$ cat src/hw/id_stage_macros.svh
// ----------------------------------------
// Decode stage widths and encodings
// Shared widths, lane count and the operation-class codes
// ----------------------------------------

`ifndef ID_STAGE_MACROS_SVH
`define ID_STAGE_MACROS_SVH

// Data path and PC width
`define XLEN 32
// Full instruction width
`define ILEN 32
// Fetch and issue lanes
`define NR_ISSUE_PORTS 2

// Operation classes seen by the issue stage
`define OP_ALU    3'd0
`define OP_BRANCH 3'd1
`define OP_JUMP   3'd2
`define OP_LOAD   3'd3
`define OP_STORE  3'd4
`define OP_LUI    3'd5
`define OP_AUIPC  3'd6

`endif

$ cat src/hw/id_pkg.sv
// ----------------------------------------
// Decode stage types
// Vector types for instructions, PCs and register fields
// ----------------------------------------

`include "id_stage_macros.svh"

package id_pkg;

  // ----------------------------------------
  // Instruction words
  // ----------------------------------------

  // Full 32-bit instruction, also the expanded form of a compressed one
  typedef logic [`ILEN-1:0] instr_t;

  // Compressed half-word as fetched
  typedef logic [15:0] cinstr_t;

  // ----------------------------------------
  // Data path values
  // ----------------------------------------

  // PC or sign-extended immediate
  typedef logic [`XLEN-1:0] xlen_t;

  // Architectural register index, x0 to x31
  typedef logic [4:0] reg_addr_t;

  // ----------------------------------------
  // Decode results
  // ----------------------------------------

  // Operation class, holds one of the OP_* codes
  //   ALU     OP and OP-IMM
  //   BRANCH  conditional branches
  //   JUMP    JAL and JALR
  //   LOAD    loads of any width
  //   STORE   stores of any width
  //   LUI     upper immediate
  //   AUIPC   PC-relative upper immediate
  typedef logic [2:0] op_class_t;

endpackage

$ cat src/hw/id_stage.sv
// ----------------------------------------
// Instruction decode stage
// Two expand/decode lanes feeding the decode-to-issue register
// ----------------------------------------

`include "id_stage_macros.svh"

module id_stage (
  input  logic                                           clk_i,
  input  logic                                           rst_ni,
  input  logic                                           flush_i,
  input  id_pkg::instr_t    [`NR_ISSUE_PORTS-1:0]        fetch_instr_i,
  input  id_pkg::xlen_t     [`NR_ISSUE_PORTS-1:0]        fetch_pc_i,
  input  logic              [`NR_ISSUE_PORTS-1:0]        fetch_valid_i,
  output logic              [`NR_ISSUE_PORTS-1:0]        fetch_ready_o,
  input  logic              [`NR_ISSUE_PORTS-1:0]        issue_ack_i,
  output logic              [`NR_ISSUE_PORTS-1:0]        issue_valid_o,
  output id_pkg::xlen_t     [`NR_ISSUE_PORTS-1:0]        issue_pc_o,
  output id_pkg::instr_t    [`NR_ISSUE_PORTS-1:0]        orig_instr_o,
  output logic              [`NR_ISSUE_PORTS-1:0]        issue_compressed_o,
  output id_pkg::op_class_t [`NR_ISSUE_PORTS-1:0]        issue_op_o,
  output id_pkg::reg_addr_t [`NR_ISSUE_PORTS-1:0]        issue_rd_o,
  output id_pkg::reg_addr_t [`NR_ISSUE_PORTS-1:0]        issue_rs1_o,
  output id_pkg::reg_addr_t [`NR_ISSUE_PORTS-1:0]        issue_rs2_o,
  output id_pkg::xlen_t     [`NR_ISSUE_PORTS-1:0]        issue_imm_o,
  output logic              [`NR_ISSUE_PORTS-1:0]        issue_illegal_o,
  output logic              [`NR_ISSUE_PORTS-1:0]        issue_ctrl_flow_o
);

  import id_pkg::*;

  instr_t    [`NR_ISSUE_PORTS-1:0] exp_instr;
  logic      [`NR_ISSUE_PORTS-1:0] exp_compressed;
  logic      [`NR_ISSUE_PORTS-1:0] exp_illegal;
  op_class_t [`NR_ISSUE_PORTS-1:0] dec_op;
  reg_addr_t [`NR_ISSUE_PORTS-1:0] dec_rd, dec_rs1, dec_rs2;
  xlen_t     [`NR_ISSUE_PORTS-1:0] dec_imm;
  logic      [`NR_ISSUE_PORTS-1:0] dec_illegal;
  logic      [`NR_ISSUE_PORTS-1:0] dec_ctrl_flow;

  // ----------------------------------------
  // Lanes: expand, then decode
  // ----------------------------------------
  for (genvar i = 0; i < `NR_ISSUE_PORTS; i++) begin : gen_lane
    rvc_expander rvc_expander_i (
      .instr_i        (fetch_instr_i[i]),
      .instr_o        (exp_instr[i]),
      .is_compressed_o(exp_compressed[i]),
      .illegal_o      (exp_illegal[i])
    );

    instr_decoder instr_decoder_i (
      .instr_i    (exp_instr[i]),
      .illegal_i  (exp_illegal[i]),
      .op_o       (dec_op[i]),
      .rd_o       (dec_rd[i]),
      .rs1_o      (dec_rs1[i]),
      .rs2_o      (dec_rs2[i]),
      .imm_o      (dec_imm[i]),
      .illegal_o  (dec_illegal[i]),
      .ctrl_flow_o(dec_ctrl_flow[i])
    );
  end

  // Original fetch word travels with the entry
  issue_register issue_register_i (
    .clk_i             (clk_i),
    .rst_ni            (rst_ni),
    .flush_i           (flush_i),
    .issue_ack_i       (issue_ack_i),
    .fetch_valid_i     (fetch_valid_i),
    .fetch_ready_o     (fetch_ready_o),
    .pc_i              (fetch_pc_i),
    .orig_instr_i      (fetch_instr_i),
    .is_compressed_i   (exp_compressed),
    .op_i              (dec_op),
    .rd_i              (dec_rd),
    .rs1_i             (dec_rs1),
    .rs2_i             (dec_rs2),
    .imm_i             (dec_imm),
    .illegal_i         (dec_illegal),
    .ctrl_flow_i       (dec_ctrl_flow),
    .issue_valid_o     (issue_valid_o),
    .issue_pc_o        (issue_pc_o),
    .orig_instr_o      (orig_instr_o),
    .issue_compressed_o(issue_compressed_o),
    .issue_op_o        (issue_op_o),
    .issue_rd_o        (issue_rd_o),
    .issue_rs1_o       (issue_rs1_o),
    .issue_rs2_o       (issue_rs2_o),
    .issue_imm_o       (issue_imm_o),
    .issue_illegal_o   (issue_illegal_o),
    .issue_ctrl_flow_o (issue_ctrl_flow_o)
  );

endmodule

$ cat src/hw/instr_decoder.sv
// ----------------------------------------
// Instruction decoder
// Splits one RV32I instruction into issue-entry fields
// ----------------------------------------

`include "id_stage_macros.svh"

module instr_decoder (
  input  id_pkg::instr_t    instr_i,
  input  logic              illegal_i,
  output id_pkg::op_class_t op_o,
  output id_pkg::reg_addr_t rd_o,
  output id_pkg::reg_addr_t rs1_o,
  output id_pkg::reg_addr_t rs2_o,
  output id_pkg::xlen_t     imm_o,
  output logic              illegal_o,
  output logic              ctrl_flow_o
);

  import id_pkg::*;

  // RV32I base opcodes
  localparam logic [6:0] OpcLui    = 7'b0110111;
  localparam logic [6:0] OpcAuipc  = 7'b0010111;
  localparam logic [6:0] OpcJal    = 7'b1101111;
  localparam logic [6:0] OpcJalr   = 7'b1100111;
  localparam logic [6:0] OpcBranch = 7'b1100011;
  localparam logic [6:0] OpcLoad   = 7'b0000011;
  localparam logic [6:0] OpcStore  = 7'b0100011;
  localparam logic [6:0] OpcOpImm  = 7'b0010011;
  localparam logic [6:0] OpcOp     = 7'b0110011;

  reg_addr_t rd_f, rs1_f, rs2_f;
  xlen_t     imm_i_f, imm_s_f, imm_b_f, imm_u_f, imm_j_f;
  logic      known;

  assign rd_f  = instr_i[11:7];
  assign rs1_f = instr_i[19:15];
  assign rs2_f = instr_i[24:20];

  // ----------------------------------------
  // Immediate formats, all sign-extended
  // ----------------------------------------
  assign imm_i_f = {{20{instr_i[31]}}, instr_i[31:20]};
  assign imm_s_f = {{20{instr_i[31]}}, instr_i[31:25], instr_i[11:7]};
  assign imm_b_f = {{20{instr_i[31]}}, instr_i[7], instr_i[30:25], instr_i[11:8], 1'b0};
  assign imm_u_f = {instr_i[31:12], 12'b0};
  assign imm_j_f = {{12{instr_i[31]}}, instr_i[19:12], instr_i[20], instr_i[30:21], 1'b0};

  always_comb begin
    op_o        = `OP_ALU;
    rd_o        = '0;
    rs1_o       = '0;
    rs2_o       = '0;
    imm_o       = '0;
    ctrl_flow_o = 1'b0;
    known       = 1'b1;

    case (instr_i[6:0])
      OpcLui: begin
        op_o  = `OP_LUI;
        rd_o  = rd_f;
        imm_o = imm_u_f;
      end
      OpcAuipc: begin
        op_o  = `OP_AUIPC;
        rd_o  = rd_f;
        imm_o = imm_u_f;
      end
      OpcJal: begin
        op_o        = `OP_JUMP;
        rd_o        = rd_f;
        imm_o       = imm_j_f;
        ctrl_flow_o = 1'b1;
      end
      OpcJalr: begin
        op_o        = `OP_JUMP;
        rd_o        = rd_f;
        rs1_o       = rs1_f;
        imm_o       = imm_i_f;
        ctrl_flow_o = 1'b1;
      end
      OpcBranch: begin
        op_o        = `OP_BRANCH;
        rs1_o       = rs1_f;
        rs2_o       = rs2_f;
        imm_o       = imm_b_f;
        ctrl_flow_o = 1'b1;
      end
      OpcLoad: begin
        op_o  = `OP_LOAD;
        rd_o  = rd_f;
        rs1_o = rs1_f;
        imm_o = imm_i_f;
      end
      OpcStore: begin
        op_o  = `OP_STORE;
        rs1_o = rs1_f;
        rs2_o = rs2_f;
        imm_o = imm_s_f;
      end
      OpcOpImm: begin
        rd_o  = rd_f;
        rs1_o = rs1_f;
        imm_o = imm_i_f;
      end
      OpcOp: begin
        rd_o  = rd_f;
        rs1_o = rs1_f;
        rs2_o = rs2_f;
      end
      default: known = 1'b0;
    endcase

    illegal_o = illegal_i | ~known;

    // An illegal entry carries only its flag
    if (illegal_o) begin
      op_o        = '0;
      rd_o        = '0;
      rs1_o       = '0;
      rs2_o       = '0;
      imm_o       = '0;
      ctrl_flow_o = 1'b0;
    end
  end

endmodule

$ cat src/hw/issue_register.sv
// ----------------------------------------
// Decode-to-issue register
// Two entry slots, drained by ack, refilled from the fetch ports
// ----------------------------------------

`include "id_stage_macros.svh"

module issue_register (
  input  logic                                           clk_i,
  input  logic                                           rst_ni,
  input  logic                                           flush_i,
  input  logic              [`NR_ISSUE_PORTS-1:0]        issue_ack_i,
  input  logic              [`NR_ISSUE_PORTS-1:0]        fetch_valid_i,
  output logic              [`NR_ISSUE_PORTS-1:0]        fetch_ready_o,
  input  id_pkg::xlen_t     [`NR_ISSUE_PORTS-1:0]        pc_i,
  input  id_pkg::instr_t    [`NR_ISSUE_PORTS-1:0]        orig_instr_i,
  input  logic              [`NR_ISSUE_PORTS-1:0]        is_compressed_i,
  input  id_pkg::op_class_t [`NR_ISSUE_PORTS-1:0]        op_i,
  input  id_pkg::reg_addr_t [`NR_ISSUE_PORTS-1:0]        rd_i,
  input  id_pkg::reg_addr_t [`NR_ISSUE_PORTS-1:0]        rs1_i,
  input  id_pkg::reg_addr_t [`NR_ISSUE_PORTS-1:0]        rs2_i,
  input  id_pkg::xlen_t     [`NR_ISSUE_PORTS-1:0]        imm_i,
  input  logic              [`NR_ISSUE_PORTS-1:0]        illegal_i,
  input  logic              [`NR_ISSUE_PORTS-1:0]        ctrl_flow_i,
  output logic              [`NR_ISSUE_PORTS-1:0]        issue_valid_o,
  output id_pkg::xlen_t     [`NR_ISSUE_PORTS-1:0]        issue_pc_o,
  output id_pkg::instr_t    [`NR_ISSUE_PORTS-1:0]        orig_instr_o,
  output logic              [`NR_ISSUE_PORTS-1:0]        issue_compressed_o,
  output id_pkg::op_class_t [`NR_ISSUE_PORTS-1:0]        issue_op_o,
  output id_pkg::reg_addr_t [`NR_ISSUE_PORTS-1:0]        issue_rd_o,
  output id_pkg::reg_addr_t [`NR_ISSUE_PORTS-1:0]        issue_rs1_o,
  output id_pkg::reg_addr_t [`NR_ISSUE_PORTS-1:0]        issue_rs2_o,
  output id_pkg::xlen_t     [`NR_ISSUE_PORTS-1:0]        issue_imm_o,
  output logic              [`NR_ISSUE_PORTS-1:0]        issue_illegal_o,
  output logic              [`NR_ISSUE_PORTS-1:0]        issue_ctrl_flow_o
);

  import id_pkg::*;

  typedef struct packed {
    xlen_t     pc;
    instr_t    orig_instr;
    logic      compressed;
    op_class_t op;
    reg_addr_t rd;
    reg_addr_t rs1;
    reg_addr_t rs2;
    xlen_t     imm;
    logic      illegal;
    logic      ctrl_flow;
  } entry_t;

  entry_t [`NR_ISSUE_PORTS-1:0] port_entry;
  entry_t [`NR_ISSUE_PORTS-1:0] slot_d, slot_q;
  logic   [`NR_ISSUE_PORTS-1:0] valid_d, valid_q;

  for (genvar i = 0; i < `NR_ISSUE_PORTS; i++) begin : gen_lane
    assign port_entry[i] = '{pc_i[i], orig_instr_i[i], is_compressed_i[i], op_i[i], rd_i[i],
                             rs1_i[i], rs2_i[i], imm_i[i], illegal_i[i], ctrl_flow_i[i]};

    assign issue_valid_o[i]      = valid_q[i];
    assign issue_pc_o[i]         = slot_q[i].pc;
    assign orig_instr_o[i]       = slot_q[i].orig_instr;
    assign issue_compressed_o[i] = slot_q[i].compressed;
    assign issue_op_o[i]         = slot_q[i].op;
    assign issue_rd_o[i]         = slot_q[i].rd;
    assign issue_rs1_o[i]        = slot_q[i].rs1;
    assign issue_rs2_o[i]        = slot_q[i].rs2;
    assign issue_imm_o[i]        = slot_q[i].imm;
    assign issue_illegal_o[i]    = slot_q[i].illegal;
    assign issue_ctrl_flow_o[i]  = slot_q[i].ctrl_flow;
  end

  // ----------------------------------------
  // Slot update: ack, shift, fill, flush
  // ----------------------------------------
  always_comb begin
    slot_d        = slot_q;
    valid_d       = valid_q & ~issue_ack_i;
    fetch_ready_o = '0;

    // Slot 0 holds the oldest entry, so it refills from slot 1 first
    if (!valid_d[0]) begin
      if (valid_d[1]) begin
        slot_d[0]  = slot_q[1];
        valid_d[0] = 1'b1;
        valid_d[1] = 1'b0;
      end else if (fetch_valid_i[0]) begin
        slot_d[0]        = port_entry[0];
        valid_d[0]       = 1'b1;
        fetch_ready_o[0] = 1'b1;
      end
    end

    if (!valid_d[1]) begin
      if (fetch_ready_o[0]) begin
        if (fetch_valid_i[1]) begin
          slot_d[1]        = port_entry[1];
          valid_d[1]       = 1'b1;
          fetch_ready_o[1] = 1'b1;
        end
      end else if (fetch_valid_i[0]) begin
        slot_d[1]        = port_entry[0];
        valid_d[1]       = 1'b1;
        fetch_ready_o[0] = 1'b1;
      end
    end

    if (flush_i) begin
      valid_d = '0;
    end
  end

  always_ff @(posedge clk_i or negedge rst_ni) begin
    if (!rst_ni) begin
      valid_q <= '0;
    end else begin
      valid_q <= valid_d;
    end
  end

  always_ff @(posedge clk_i) begin
    slot_q <= slot_d;
  end

endmodule

$ cat src/hw/rvc_expander.sv
// ----------------------------------------
// RVC expander
// Expands the supported compressed instructions to their 32-bit form
// ----------------------------------------

module rvc_expander (
  input  id_pkg::instr_t instr_i,
  output id_pkg::instr_t instr_o,
  output logic           is_compressed_o,
  output logic           illegal_o
);

  import id_pkg::*;

  cinstr_t c;

  // Low half-word carries the compressed encoding
  assign c = instr_i[15:0];

  always_comb begin
    instr_o         = instr_i;
    is_compressed_o = 1'b0;
    illegal_o       = 1'b0;

    if (c[1:0] != 2'b11) begin
      is_compressed_o = 1'b1;
      // Unsupported encodings fall through zero-extended
      instr_o         = {16'b0, c};
      illegal_o       = 1'b1;

      case (c[1:0])
        // ----------------------------------------
        // Quadrant 0
        // ----------------------------------------
        2'b00: begin
          case (c[15:13])
            3'b010: begin
              // C.LW -> lw rd', uimm(rs1')
              instr_o   = {5'b0, c[5], c[12:10], c[6], 2'b00, 2'b01, c[9:7],
                           3'b010, 2'b01, c[4:2], 7'b0000011};
              illegal_o = 1'b0;
            end
            3'b110: begin
              // C.SW -> sw rs2', uimm(rs1')
              instr_o   = {5'b0, c[5], c[12], 2'b01, c[4:2], 2'b01, c[9:7],
                           3'b010, c[11:10], c[6], 2'b00, 7'b0100011};
              illegal_o = 1'b0;
            end
            default: ;
          endcase
        end

        // ----------------------------------------
        // Quadrant 1
        // ----------------------------------------
        2'b01: begin
          case (c[15:13])
            3'b000: begin
              // C.ADDI -> addi rd, rd, imm (C.NOP included)
              instr_o   = {{6{c[12]}}, c[12], c[6:2], c[11:7], 3'b000, c[11:7], 7'b0010011};
              illegal_o = 1'b0;
            end
            3'b010: begin
              // C.LI -> addi rd, x0, imm
              instr_o   = {{6{c[12]}}, c[12], c[6:2], 5'b0, 3'b000, c[11:7], 7'b0010011};
              illegal_o = 1'b0;
            end
            3'b011: begin
              // C.LUI, rd=x2 would be C.ADDI16SP and a zero immediate is reserved
              if (c[11:7] != 5'd2 && {c[12], c[6:2]} != 6'b0) begin
                instr_o   = {{14{c[12]}}, c[12], c[6:2], c[11:7], 7'b0110111};
                illegal_o = 1'b0;
              end
            end
            3'b101: begin
              // C.J -> jal x0, offset
              instr_o   = {c[12], c[8], c[10:9], c[6], c[7], c[2], c[11], c[5:3],
                           c[12], {8{c[12]}}, 5'b0, 7'b1101111};
              illegal_o = 1'b0;
            end
            3'b110, 3'b111: begin
              // C.BEQZ / C.BNEZ -> beq/bne rs1', x0, offset
              instr_o   = {{4{c[12]}}, c[6:5], c[2], 5'b0, 2'b01, c[9:7],
                           2'b00, c[13], c[11:10], c[4:3], c[12], 7'b1100011};
              illegal_o = 1'b0;
            end
            default: ;
          endcase
        end

        // ----------------------------------------
        // Quadrant 2
        // ----------------------------------------
        2'b10: begin
          if (c[15:13] == 3'b100) begin
            if (c[6:2] != 5'b0) begin
              if (c[12]) begin
                // C.ADD -> add rd, rd, rs2
                instr_o = {7'b0, c[6:2], c[11:7], 3'b000, c[11:7], 7'b0110011};
              end else begin
                // C.MV -> add rd, x0, rs2
                instr_o = {7'b0, c[6:2], 5'b0, 3'b000, c[11:7], 7'b0110011};
              end
              illegal_o = 1'b0;
            end else if (c[11:7] != 5'b0) begin
              // C.JALR links through x1, C.JR discards the link
              instr_o   = {12'b0, c[11:7], 3'b000, 4'b0, c[12], 7'b1100111};
              illegal_o = 1'b0;
            end
            // rs1=x0 is C.EBREAK or reserved, left illegal
          end
        end

        default: ;
      endcase
    end
  end

endmodule

$ cat config.mk
export PLATFORM = sky130hd
export DESIGN_NAME = id_stage
export DESIGN_NICKNAME = d
export VERILOG_FILES = /design/src/hw/id_pkg.sv /design/src/hw/id_stage.sv /design/src/hw/instr_decoder.sv /design/src/hw/issue_register.sv /design/src/hw/rvc_expander.sv
export VERILOG_INCLUDE_DIRS = /design/src /design/src/hw
export SDC_FILE = /design/constraint.sdc
export NUM_CORES = 1
export LEC_CHECK = 0
export ABC_AREA = 1
export BUFFER_PORTS_ARGS = -buffer_cell sky130_fd_sc_hd__buf_4
export CORE_MARGIN = 4
export CORE_UTILIZATION = 40
export DETAILED_ROUTE_END_ITERATION = 7
export PLACE_DENSITY = 0.62
export SLEW_MARGIN = 10
export SYNTH_ARGS = -nofsm -noshare
export SYNTH_HDL_FRONTEND = slang
export SYNTH_SLANG_ARGS = --single-unit
$ cat constraint.sdc
create_clock -name clk_i -period 14 [get_ports clk_i]
set_clock_uncertainty 0.2 [all_clocks]
set_input_delay 2.8 -clock clk_i [delete_from_list [all_inputs] [get_ports clk_i]]
set_output_delay 2.8 -clock clk_i [all_outputs]
set_load 0.03 [all_outputs]
---- Word-level counts from Yosys, hierarchy flattened ----
Index checks and enable logic that the tools add are counted.
storage, ports and cells
  flip-flop bits (word level) ............. 236
  output and inout port bits .............. 238
  logic and storage cells ................. 184
cells by class
  eq/ne operators ......................... 39
  multiplexer cells ....................... 78
  bitwise operators ....................... 8
  reductions and logical operators ........ 38
operator list
  kind                  number
  $pmux W32 S5          4
  $mux W117             4
  $mux W32              8
  $pmux W32 S3          2
  $pmux W27 S2          2
  $mux W20              4
  $mux W5               12
  $mux W25              2
  $eq A7 B6 Y1 const B  6
  $eq A7 B7 Y1 const B  6
  $pmux W3 S6           2
  $mux W1               29
  $eq A7 B5 Y1 const B  4
  $eq A3 B3 Y1 const B  8
  $reduce_bool A5 Y1    4
  $reduce_or A3 Y1      6
  $reduce_or A9 Y1      2
  $reduce_or A2 Y1      8
  $eq A7 B2 Y1 const B  2
  $reduce_or A7 Y1      2
  $eq A3 B2 Y1 const B  4
  $reduce_bool A6 Y1    2
  $reduce_or A6 Y1      2
  $ne A5 B2 Y1 const B  2
  other kinds (18)      36

---- Longest topological paths before layout ----
Gate-level depths: netlist of the first run.
  word-level depth ........................ 14
  gate-level depth with buffers ........... 20
  gate-level depth less buffers ........... 18

---- Cells and area by module ----
A second synthesis of the first run with hierarchy kept.
second synthesis, totals
  cells, all modules ...................... 2,000
  area, all modules ....................... 14,934.3 um2
modules (own cells, without submodules)
  module                                     times used  cells an instance  area an instance (um2)
  issue_register                             1           1,008              10,288.6
  instr_decoder                              2           211                963.4
  rvc_expander (gen_lane[1].rvc_expander_i)  1           297                1,391.3
  rvc_expander (gen_lane[0].rvc_expander_i)  1           273                1,327.5

---- Worst setup path after synthesis of the first run ----
No wires, ideal clock.
  path kind ............................... input port to flip-flop
  start point ............................. input issue_ack_i[1]
  end point ............................... register issue_register_i.slot_q, in the netlist issue_register_i.issue_compressed_o[1], enable pin
  library setup time ...................... 0.771 ns
  arrival time ............................ 12.136 ns
  path slack .............................. 0.893 ns
  stages .................................. 5
  buffers on the path ..................... 2
  cell sequence ........................... nor2_1 -> nor3_1 -> clkbuf_1 -> clkbuf_1 -> a21boi_0
on the way
  longest elaborated chain between the ends .. 6
  elaborated cells on any way between the ends .. 9
  classes of those cells .................. 1 x eq/ne; 3 x mux; 3 x bitwise; 2 x reduce/logical
RTL lines
  what                                                                        line                   source
  start: declaration                                                          id_stage.sv:16         input logic [`NR_ISSUE_PORTS-1:0] issue_ack_i,
  $not A2 Y2 *                                                                issue_register.sv:79   valid_d = valid_q & ~issue_ack_i;
  $and A2 B2 Y2 *                                                             issue_register.sv:79
  $mux W1                                                                     issue_register.sv:84   if (valid_d[1]) begin
  $mux W1                                                                     issue_register.sv:83   if (!valid_d[0]) begin
  $ne A2 B2 Y1 (no source line) / $reduce_bool A2 Y1 (equally long branches)  -
  $reduce_and A3 Y1 (no source line) *                                        -
  end signal: assignment                                                      issue_register.sv:123  slot_q <= slot_d;
  end: declaration                                                            issue_register.sv:54   entry_t [`NR_ISSUE_PORTS-1:0] slot_d, slot_q;
Every way passes the cells marked *; elsewhere a longest branch is shown, timed or not.
A chain may end at the register's enable or synchronous reset.

---- Final worst setup path of the first run ----
  start point ............................. input issue_ack_i[1]
  end point ............................... output fetch_ready_o[0]
on the way
  longest elaborated chain between the ends .. 6
  elaborated cells on any way between the ends .. 7
  classes of those cells .................. 5 x mux; 2 x bitwise
RTL lines
  what              line                  source
  $not A2 Y2 *      issue_register.sv:79
  $and A2 B2 Y2 *   issue_register.sv:79
  $mux W1           issue_register.sv:84
  $mux W1           issue_register.sv:83
  $mux W1           issue_register.sv:96  if (fetch_ready_o[0]) begin
  $mux W2 *         issue_register.sv:95  if (!valid_d[1]) begin
  end: declaration  id_stage.sv:15        output logic [`NR_ISSUE_PORTS-1:0] fetch_ready_o,
Marked as above.

==> results of run 1 <==
[report_power, final]
part	switching, W	internal, W	leakage (nW)	total [W]
registers	0.0000292	0.000856	2.33	0.000886
logic	0.000372	0.000154	5.89	0.000526
clock network	0.000287	0.000422	0.424	0.000709
total	0.000689	0.00143	8.64	0.00212
[how the worst max path moves through the flow]
stage,from,end,slack [ns],depth (start not counted)
final,issue_ack_i[1],fetch_ready_o[0],6.83,5
after global routing,issue_ack_i[1],fetch_ready_o[0],6.71,5
after CTS,issue_ack_i[1],fetch_ready_o[0],6.78,5
after detailed placement,issue_ack_i[1],fetch_ready_o[0],6.78,5
after global placement,issue_ack_i[1],fetch_ready_o[0],6.80,5
after floorplan,issue_ack_i[1],issue_register_i.issue_compressed_o[1]$_DFFE_PP_,0.89,5
[per-stage QoR]
stage | hold WS [ns] | total power, W
finish | 0.3439 | 0.002121
CTS | 0.3443 | 0.002132
global route | 0.3621 | 0.002207
detailed placement | 0.3384 | 0.001425
global placement | 0.3292 | 0.001424
floorplan | 0.5476 | 0.001205
[cell type report]
type | count | area share [%]
flip-flops and latches | 236 | 39.67
multi-input cells | 1300 | 33.20
repair buffers | 385 | 16.20
clock buffers | 38 | 4.132
well taps | 448 | 3.143
inverters | 133 | 2.834
clock inverters | 12 | 0.8137
[flip-flops by register name, indices dropped and copies added (netlist names)]
name,flops
issue_register_i.issue_imm_o,64
issue_register_i.issue_pc_o,64
issue_register_i.orig_instr_o,64
issue_register_i.issue_rd_o,10
issue_register_i.issue_rs1_o,10
issue_register_i.issue_rs2_o,10
issue_register_i.issue_op_o,6
issue_register_i.issue_compressed_o,2
issue_register_i.issue_ctrl_flow_o,2
issue_register_i.issue_illegal_o,2
issue_register_i.issue_valid_o,2
[placed cells by master (no fill, tap or decap), types with 13 or more instances in the layout]
master | netlist | final
nand3_2 | 19 | 19
nand2_2 | 27 | 27
nand4_1 | 17 | 17
edfxtp_1 | 234 | 234
a21oi_1 | 49 | 48
clkbuf_16 | 0 | 27
nor2_1 | 84 | 83
inv_1 | 112 | 112
o21ai_0 | 107 | 107
nand2_1 | 779 | 779
nand3_1 | 96 | 96
o21ai_1 | 15 | 15
buf_4 | 6 | 385
a31oi_1 | 13 | 13
inv_2 | 17 | 16
nor2_2 | 14 | 14
[metal layers]
metal | share of wire (%) | up-vias | wire length, um | track usage (%)
li1 | - | 6457 | - | -
met1 | 39 | 6676 | 23170 | 37.95
met2 | 50 | 673 | 29540 | 53.43
met3 | 8.1 | 102 | 4843 | 5.178
met4 | 3.3 | 0 | 1934 | 8.802
met5 | 0 | - | 0 | 0
[critical path, delay by kind of cell]
family / cells / cell delay (ns)
compound gates: 1 / 0.27
buf+inv: 3 / 1.01
simple gates: 1 / 0.08
[logic make-up after synthesis]
| logic type | count (synthesis) | share of synthesized area, % |
|---|---|---|
| AO/OA/AOI/OAI | 231 | 9.506 |
| buffers and inverters | 207 | 6.286 |
| flip-flops | 236 | 51.16 |
| AND/OR/NAND/NOR | 1069 | 33.05 |
[cell usage after synthesis (11+ instances only)]
cell type | count | share of area [%]
clkbuf_1 | 47 | 1.3
nor2_2 | 14 | 0.63
inv_2 | 17 | 0.46
nand2_1 | 779 | 21
o21ai_0 | 107 | 3.9
a21oi_1 | 49 | 1.8
edfxtp_1 | 234 | 51
nor2_1 | 84 | 2.3
o21ai_1 | 15 | 0.54
inv_1 | 112 | 3.0
nor2_4 | 11 | 0.90
nand4_1 | 17 | 0.77
nand2_2 | 27 | 1.2
a31oi_1 | 13 | 0.59
nand3_1 | 96 | 3.5
nand3_2 | 19 | 1.4
==> flow_metrics.py, run 1 <==
metrics = {
    "sta": {
        "max_freq_ghz": 0.1395,
        "fin_tns_setup_ns": 0,
        "rsz0062_at_grt": "no",
        "worstMarginPinSlew_ns": 1.256,
        "setup_viol": 0,
        "slew_viol_final": 0,
        "fin_crit_sh_pct": 51.19,
        "layout_setup_ws_ns": 6.833,
        "hold_violations": 0,
        "worst_slew_margin_rel_pct": 16.28,
        "period_needed_ns": 7.167,
    },
    "place": {
        "dpl_cell_area_um2": 16960,
        "port_buffers": 372,
        "routabilityCongestion": 0.9962,
        "dp_hpwl_um": 45160,
        "pre_cts_ws_ns": 6.778,
        "dp.cells": 2502,
    },
    "floorplanning": {
        "die_w_um": 194.0,
        "coreArea_um2": 33780,
        "ioPinCount": 373,
        "die_h_um": 194.0,
        "rows": 67,
        "initial_core_util_pct": 40.95,
        "die-area_um2": 37620,
    },
    "critical_path": {
        "cp_max_fo": 73,
        "criticalPathCategory": "in2out",
        "cp_common_cell": "buf_4",
        "end_kind": "output pin",
        "path_cells": "buf_4 -> nor2_4 -> buf_4 -> a21oi_1 -> buf_4",
        "crit_path_start_kind": "input port",
        "critPathArrivalTime_ns": 4.17,
        "rr_endpoint": "issue_register_i.orig_instr_o[63]$_DFFE_PP_",
        "critPathMaxStageDelay_ns": 0.65,
        "r2r_setup_slack_ns": 10.03,
        "cp_slowest_cell": "buf_4",
        "r2r-start": "issue_register_i.issue_valid_o[1]$_DFF_PN0_",
        "r2r.worst_path.cells": 8,
        "required_ns": 11.00,
    },
    "synthesis": {
        "syn_area_um2": 13830,
        "yosys_warnings": 0,
        "ys_seq_area_share_pct": 51.16,
        "syn-num-nets": 1878,
        "synth_edf_count": 234,
        "ys_ff_latch": 236,
        "synth.avg_cell_area_um2": 7.936,
        "async_flop_share_pct": 0.8475,
        "synth_flop_cell": "edfxtp_1",
        "yosysUniqueCellTypes": 48,
        "synth_cells": 1743,
    },
    "cells_and_area": {
        "drive_gt1_share_pct": 25.14,
        "stdcell_area_um2": 17840,
        "n_antenna_cell": 0,
        "multi_input_area_um2": 5922,
        "regArea_um2": 7077,
        "final.fill_count": 3281,
        "nNetsFinal": 2218,
        "finalNonFillerCells": 2552,
        "fin_util_pct": 52.80,
        "synthToLayoutAreaGrowth_pct": 28.94,
    },
    "clock_network": {
        "clkLatencyLatePin_ns": 0.54,
        "root_buffer": "clkbuf_16",
        "clkSinkCount": 236,
        "cts_resized": 0,
        "cts_tree": "yes",
        "clkTransAtPathRegs_ns": 0.06,
        "cts_inserted_buffers": 27,
        "cts_hold_buf": 0,
        "post_cts_buffers": 0,
        "clk_path_buf_depth": 3,
        "htreeDepth": 1,
    },
    "min_path": {
        "hold_path_end": "issue_register_i.issue_imm_o[6]$_DFFE_PP_",
        "whs_path_depth": 2,
        "hp-class": "reg2reg",
        "min_from": "issue_register_i.issue_imm_o[38]$_DFFE_PP_",
    },
    "global_routing": {
        "grt_first_pass_wirelength_um": 88380,
        "grt_max_degree": 99,
        "grt.overflow.total": 0,
        "antenna_found_initial": 0,
        "track_usage_pct": 30.16,
        "grt_pass1_vias": 13570,
    },
    "detailed_routing": {
        "totalWireLength_um": 59490,
        "ant_nets": 0,
        "vias": 13910,
        "drt_drc_violations_left": 0,
        "drt-initial-drc-count": 1178,
        "vias_per_cell": 5.450,
        "routedWlPerCell_um": 23.31,
        "drtPass1Iterations": 7,
    },
    "pwr": {
        "vdd_drop_max_uv": 84.76,
        "p_per_area_nw_per_um2": 118.9,
        "power.leakage_nw": 8.638,
    },
    "run": {
        "maxCapViolCount": 0,
    },
    "outcome": {
        "status": "finished, final reports clean",
    },
}
(Power assumes the default switching activity.)
==> run 2, diff against run 1 <==
- clock period: 14 -> 7.5 ns (I/O delays scaled with it)
==> run 2 against run 1 <==
  * Setup slack lost 3.9 ns
  * Power grew 84%
  * Sequential power grew 87%
  * Highest routed layer is now met5
==> flow_metrics.py, run 2 (synthesis gave the netlist of run 1 again) <==
metrics = {
    "detailed_routing": {
        "vias": 13990,
        "vias_per_cell": 5.491,
        "routedWlPerCell_um": 23.67,
        "totalWireLength_um": 60320,
        "ant_nets": 0,
        "drt-initial-drc-count": 1461,
        "drt_drc_violations_left": 0,
        "drtPass1Iterations": 6,
    },
    "clock_network": {
        "cts_inserted_buffers": 27,
        "clkLatencyLatePin_ns": 0.56,
        "clkTransAtPathRegs_ns": 0.06,
        "htreeDepth": 1,
        "cts_tree": "yes",
        "clkSinkCount": 236,
        "cts_hold_buf": 0,
        "post_cts_buffers": 0,
        "root_buffer": "clkbuf_16",
        "clk_path_buf_depth": 3,
        "cts_resized": 0,
    },
    "critical_path": {
        "path_cells": "buf_4 -> nor2_4 -> buf_4 -> nor3_2 -> buf_4 -> inv_2 -> nor2_1 -> buf_4",
        "r2r-start": "issue_register_i.issue_valid_o[1]$_DFF_PN0_",
        "required_ns": 5.80,
        "critPathMaxStageDelay_ns": 0.50,
        "r2r.worst_path.cells": 7,
        "cp_max_fo": 64,
        "end_kind": "output pin",
        "r2r_setup_slack_ns": 4.01,
        "cp_common_cell": "buf_4",
        "crit_path_start_kind": "input port",
        "cp_slowest_cell": "buf_4",
        "rr_endpoint": "issue_register_i.issue_illegal_o[1]$_DFFE_PP_",
        "critPathArrivalTime_ns": 2.91,
        "criticalPathCategory": "in2out",
    },
    "cells_and_area": {
        "drive_gt1_share_pct": 25.00,
        "final_cell_mix": "779 x nand2_1, 381 x buf_4, 234 x edfxtp_1, 112 x inv_1, 107 x o21ai_0",
        "regArea_um2": 7077,
        "synthToLayoutAreaGrowth_pct": 28.55,
        "n_antenna_cell": 0,
        "nNetsFinal": 2215,
        "final.fill_count": 3331,
        "multi_input_area_um2": 5922,
        "fin_util_pct": 52.64,
        "stdcell_area_um2": 17780,
        "final_common_cell": "nand2_1",
    },
    "sta": {
        "worstMarginPinSlew_ns": 1.204,
        "setup_viol": 0,
        "fin_tns_setup_ns": 0,
        "hold_violations": 0,
        "layout_setup_ws_ns": 2.892,
        "fin_crit_sh_pct": 61.44,
        "slew_viol_final": 0,
        "max_freq_ghz": 0.2170,
        "rsz0062_at_grt": "no",
        "worst_slew_margin_rel_pct": 19.77,
        "period_needed_ns": 4.608,
    },
    "pwr": {
        "power.leakage_nw": 8.608,
        "p_per_area_nw_per_um2": 219.7,
        "power_w": 0.003907,
        "vdd_drop_max_uv": 173.2,
    },
    "global_routing": {
        "grt_busiest_layer": "met2",
        "track_usage_pct": 30.69,
        "grt_use_met2_pct": 52.39,
        "grt_pass1_vias": 13280,
        "grt_first_pass_wirelength_um": 88780,
        "use_met3_pct": 5.421,
        "gr-usage-met1_pct": 40.34,
        "grt_max_degree": 108,
        "antenna_found_initial": 1,
        "grt.overflow.total": 0,
    },
    "min_path": {
        "min_from": "issue_register_i.issue_imm_o[40]$_DFFE_PP_",
        "hp-class": "reg2reg",
        "hold_path_end": "issue_register_i.issue_imm_o[8]$_DFFE_PP_",
        "whs_path_depth": 2,
    },
    "run": {
        "maxCapViolCount": 0,
    },
    "place": {
        "routabilityCongestion": 1.014,
        "dpl_cell_area_um2": 16940,
        "port_buffers": 372,
        "dp_hpwl_um": 45760,
        "pre_cts_ws_ns": 2.734,
    },
    "floorplanning": {
        "die_w_um": 194.0,
        "die_h_um": 194.0,
        "initial_core_util_pct": 40.95,
        "die-area_um2": 37620,
        "ioPinCount": 373,
        "coreArea_um2": 33780,
        "rows": 67,
    },
    "outcome": {
        "status": "finished, final reports clean",
    },
}
-- run 2: critical path: cells and delay by family --
kind | cells | cell delay [ns]
buf+inv | 5 | 1.15
simple gates | 3 | 0.22
-- run 2: per-stage QoR --
step                      instances  hold WS, ns
after CTS                      2548       0.3510
after global placement         2499       0.3314
after floorplan                1743       0.5476
after detailed placement       2499       0.3366
after global routing           2548       0.3766
final                          2548       0.3487
-- run 2: per-layer routing --
| layer | routed length, um | vias up |
|---|---|---|
| li1 | - | 6459 |
| met1 | 24200 | 6709 |
| met2 | 29170 | 713 |
| met4 | 2090 | 2 |
| met5 | 12 | - |
| met3 | 4841 | 107 |
-- run 2: how the worst max path moves through the flow --
stage / from / endpoint / slack, ns / cells past startpoint
5_1_grt: issue_ack_i[1] / fetch_ready_o[1] / 2.73 / 8
3_5_place_dp: issue_ack_i[1] / issue_register_i.issue_imm_o[45]$_DFFE_PP_ / 2.73 / 7
4_1_cts: issue_ack_i[1] / fetch_ready_o[1] / 2.87 / 8
3_3_place_gp: issue_ack_i[1] / issue_register_i.issue_imm_o[46]$_DFFE_PP_ / 2.76 / 7
2_1_floorplan: issue_ack_i[1] / issue_register_i.issue_compressed_o[1]$_DFFE_PP_ / 0.96 / 5
6_report: issue_ack_i[1] / fetch_ready_o[1] / 2.89 / 8
-- run 2: cell type report --
class | count | share of cell area, %
clock buffer | 42 | 4.397
clock inverter | 7 | 0.3236
inverter | 133 | 2.835
multi-input combinational | 1300 | 33.30
sequential | 236 | 39.79
tap | 448 | 3.152
timing repair buffer | 382 | 16.20
-- run 2: power breakdown --
| part | switching, W | leakage, nW | internal, W |
|---|---|---|---|
| Sequential | 0.0000613 | 2.33 | 0.00160 |
| Clock | 0.000549 | 0.404 | 0.000718 |
| Combinational | 0.000693 | 5.88 | 0.000288 |
| Total | 0.00130 | 8.61 | 0.00260 |
==> run 3, diff against run 2 <==
- clock period: 7.5 -> 4.5 ns (I/O delays scaled with it)
==> run 3 against run 2 <==
  * Core utilization increased by 0.57 points
  * Clock power increased by 78%
  * Power increased by 71%
  * Sequential cell count unchanged
  * Non-clock buffer count increased by 14
  * Clock-buffer cell count decreased by 8
  * Via count decreased by 0.29%
  * Combinational power increased by 69%
  * Global-route usage increased by 0.41 points
  * Sequential share of layout area decreased by 0.43 points
  * Register-to-register slack got worse by 2.2 ns
  * Critical path type is now in2reg
  * Largest cell class unchanged
==> flow_metrics.py, run 3 (synthesis gave the netlist of run 1 again) <==
metrics = {
    "min_path": {
        "whs_path_depth": 2,
        "hp-class": "in2reg",
    },
    "pwr": {
        "p_per_area_nw_per_um2": 371.3,
        "vdd_drop_max_uv": 281.9,
        "power.leakage_nw": 8.713,
    },
    "critical_path": {
        "r2r-start": "issue_register_i.issue_valid_o[0]$_DFF_PN0_",
        "rr_endpoint": "issue_register_i.issue_ctrl_flow_o[1]$_DFFE_PP_",
        "r2r.worst_path.cells": 6,
        "path_cells": "buf_4 -> inv_2 -> nand2_1 -> nand2_1 -> nand2_1 -> nor2_2 -> nand3_2 -> nand2_1 -> nand2_1 -> nand2_2 -> nor2_4 -> nand2_1 -> nand3_2 -> nand2_2 -> nand3_2 -> nand2_1 -> nand2_1",
        "cp_max_fo": 20,
        "cp_slowest_cell": "nand2_2",
        "cp_common_cell": "nand2_1",
        "critPathArrivalTime_ns": 3.76,
        "end_kind": "flip-flop",
        "required_ns": 4.60,
        "criticalPathCategory": "in2reg",
        "critPathMaxStageDelay_ns": 0.51,
        "crit_path_start_kind": "input port",
        "r2r_setup_slack_ns": 1.78,
        "cp-endpoint": "issue_register_i.issue_imm_o[20]$_DFFE_PP_",
        "crit_start": "fetch_instr_i[14]",
    },
    "global_routing": {
        "grt_pass1_vias": 13370,
        "track_usage_pct": 31.11,
        "grt.overflow.total": 0,
        "grt_first_pass_wirelength_um": 90090,
        "grt_max_degree": 138,
        "antenna_found_initial": 0,
    },
    "clock_network": {
        "htreeDepth": 1,
        "post_cts_buffers": 0,
        "clkTransAtPathRegs_ns": 0.06,
        "cts_tree": "yes",
        "cts_resized": 0,
        "cts_inserted_buffers": 27,
        "clkSinkCount": 236,
        "cts_hold_buf": 1,
        "clk_path_buf_depth": 3,
        "clkLatencyLatePin_ns": 0.55,
        "root_buffer": "clkbuf_16",
    },
    "floorplanning": {
        "coreArea_um2": 33780,
        "ioPinCount": 373,
        "initial_core_util_pct": 40.95,
        "die_w_um": 194.0,
        "die_h_um": 194.0,
        "die-area_um2": 37620,
        "rows": 67,
    },
    "cells_and_area": {
        "drive_gt1_share_pct": 25.40,
        "final_common_cell": "nand2_1",
        "synthToLayoutAreaGrowth_pct": 29.96,
        "finalNonFillerCells": 2562,
        "nNetsFinal": 2229,
        "n_antenna_cell": 0,
        "regArea_um2": 7077,
        "multi_input_area_um2": 5922,
        "final.fill_count": 3267,
        "final_cell_mix": "779 x nand2_1, 391 x buf_4, 234 x edfxtp_1, 112 x inv_1, 107 x o21ai_0",
    },
    "sta": {
        "slew_viol_final": 0,
        "max_freq_ghz": 0.2732,
        "setup_viol": 0,
        "layout_setup_ws_ns": 0.8399,
        "worstMarginPinSlew_ns": 0.6820,
        "fin_tns_setup_ns": 0,
        "fin_crit_sh_pct": 81.33,
        "rsz0062_at_grt": "no",
        "worst_slew_margin_rel_pct": 54.37,
        "period_needed_ns": 3.660,
        "hold_violations": 0,
    },
    "place": {
        "port_buffers": 372,
        "pre_cts_ws_ns": 0.4055,
        "routabilityCongestion": 1.002,
        "dp.cells": 2512,
        "dp_hpwl_um": 46740,
    },
    "detailed_routing": {
        "routedWlPerCell_um": 23.81,
        "drt_drc_violations_left": 0,
        "ant_nets": 0,
        "vias_per_cell": 5.445,
        "totalWireLength_um": 61010,
        "drtPass1Iterations": 5,
        "vias": 13950,
        "drt-initial-drc-count": 1579,
    },
    "outcome": {
        "status": "finished, final reports clean",
    },
    "run": {
        "maxCapViolCount": 0,
    },
}
-- run 3: cell type report --
| class | instances | area share [%] |
|---|---|---|
| clock buffers | 34 | 3.905 |
| clock inverters | 15 | 1.037 |
| inverters | 133 | 2.805 |
| multi-input cells | 1300 | 32.94 |
| flip-flops and latches | 236 | 39.37 |
| well taps | 448 | 3.118 |
| repair buffers | 396 | 16.83 |
-- run 3: layer usage --
| metal | vias to the layer above | GRT usage [%] | share of wire, % |
|---|---|---|---|
| li1 | 6477 | - | - |
| met1 | 6645 | 40.97 | 39 |
| met2 | 744 | 54.05 | 50 |
| met3 | 83 | 4.744 | 8.7 |
| met4 | 0 | 7.786 | 2.7 |
| met5 | - | 0 | 0 |
-- run 3: worst min-delay path by stage --
| stage | start | to | slack [ns] |
|---|---|---|---|
| global placement | issue_register_i.issue_pc_o[51]$_DFFE_PP_ | issue_register_i.issue_pc_o[19]$_DFFE_PP_ | 0.33 |
| floorplan | rst_ni | issue_register_i.issue_valid_o[0]$_DFF_PN0_ | 0.40 |
| CTS | flush_i | issue_register_i.issue_valid_o[1]$_DFF_PN0_ | 0.32 |
| global route | flush_i | issue_register_i.issue_valid_o[1]$_DFF_PN0_ | 0.33 |
| detailed placement | issue_register_i.orig_instr_o[49]$_DFFE_PP_ | issue_register_i.orig_instr_o[17]$_DFFE_PP_ | 0.33 |
| finish | flush_i | issue_register_i.issue_valid_o[1]$_DFF_PN0_ | 0.34 |
-- run 3: through the flow --
stage / util, % / hold WS, ns / total power (W) / cell area, um^2
floorplan: - / 0.4044 / 0.003721 / 13860
global placement: 50.55 / 0.3294 / 0.004454 / 17080
detailed placement: 50.55 / 0.3340 / 0.004456 / 17080
CTS: 53.21 / 0.3165 / 0.006715 / 17980
global route: 53.21 / 0.3306 / 0.006924 / 17980
finish: 53.21 / 0.3368 / 0.006675 / 17980
-- run 3: power breakdown --
| part | switching (W) | internal (W) |
|---|---|---|
| Clock | 0.000921 | 0.00134 |
| Combinational | 0.00117 | 0.000492 |
| Sequential | 0.0000974 | 0.00266 |
| Total | 0.00218 | 0.00449 |
-- run 3: critical path: cells and delay by family --
family,cells,cell delay (ns)
buffers and inverters,2,0.29
AND/OR/NAND/NOR,15,2.55
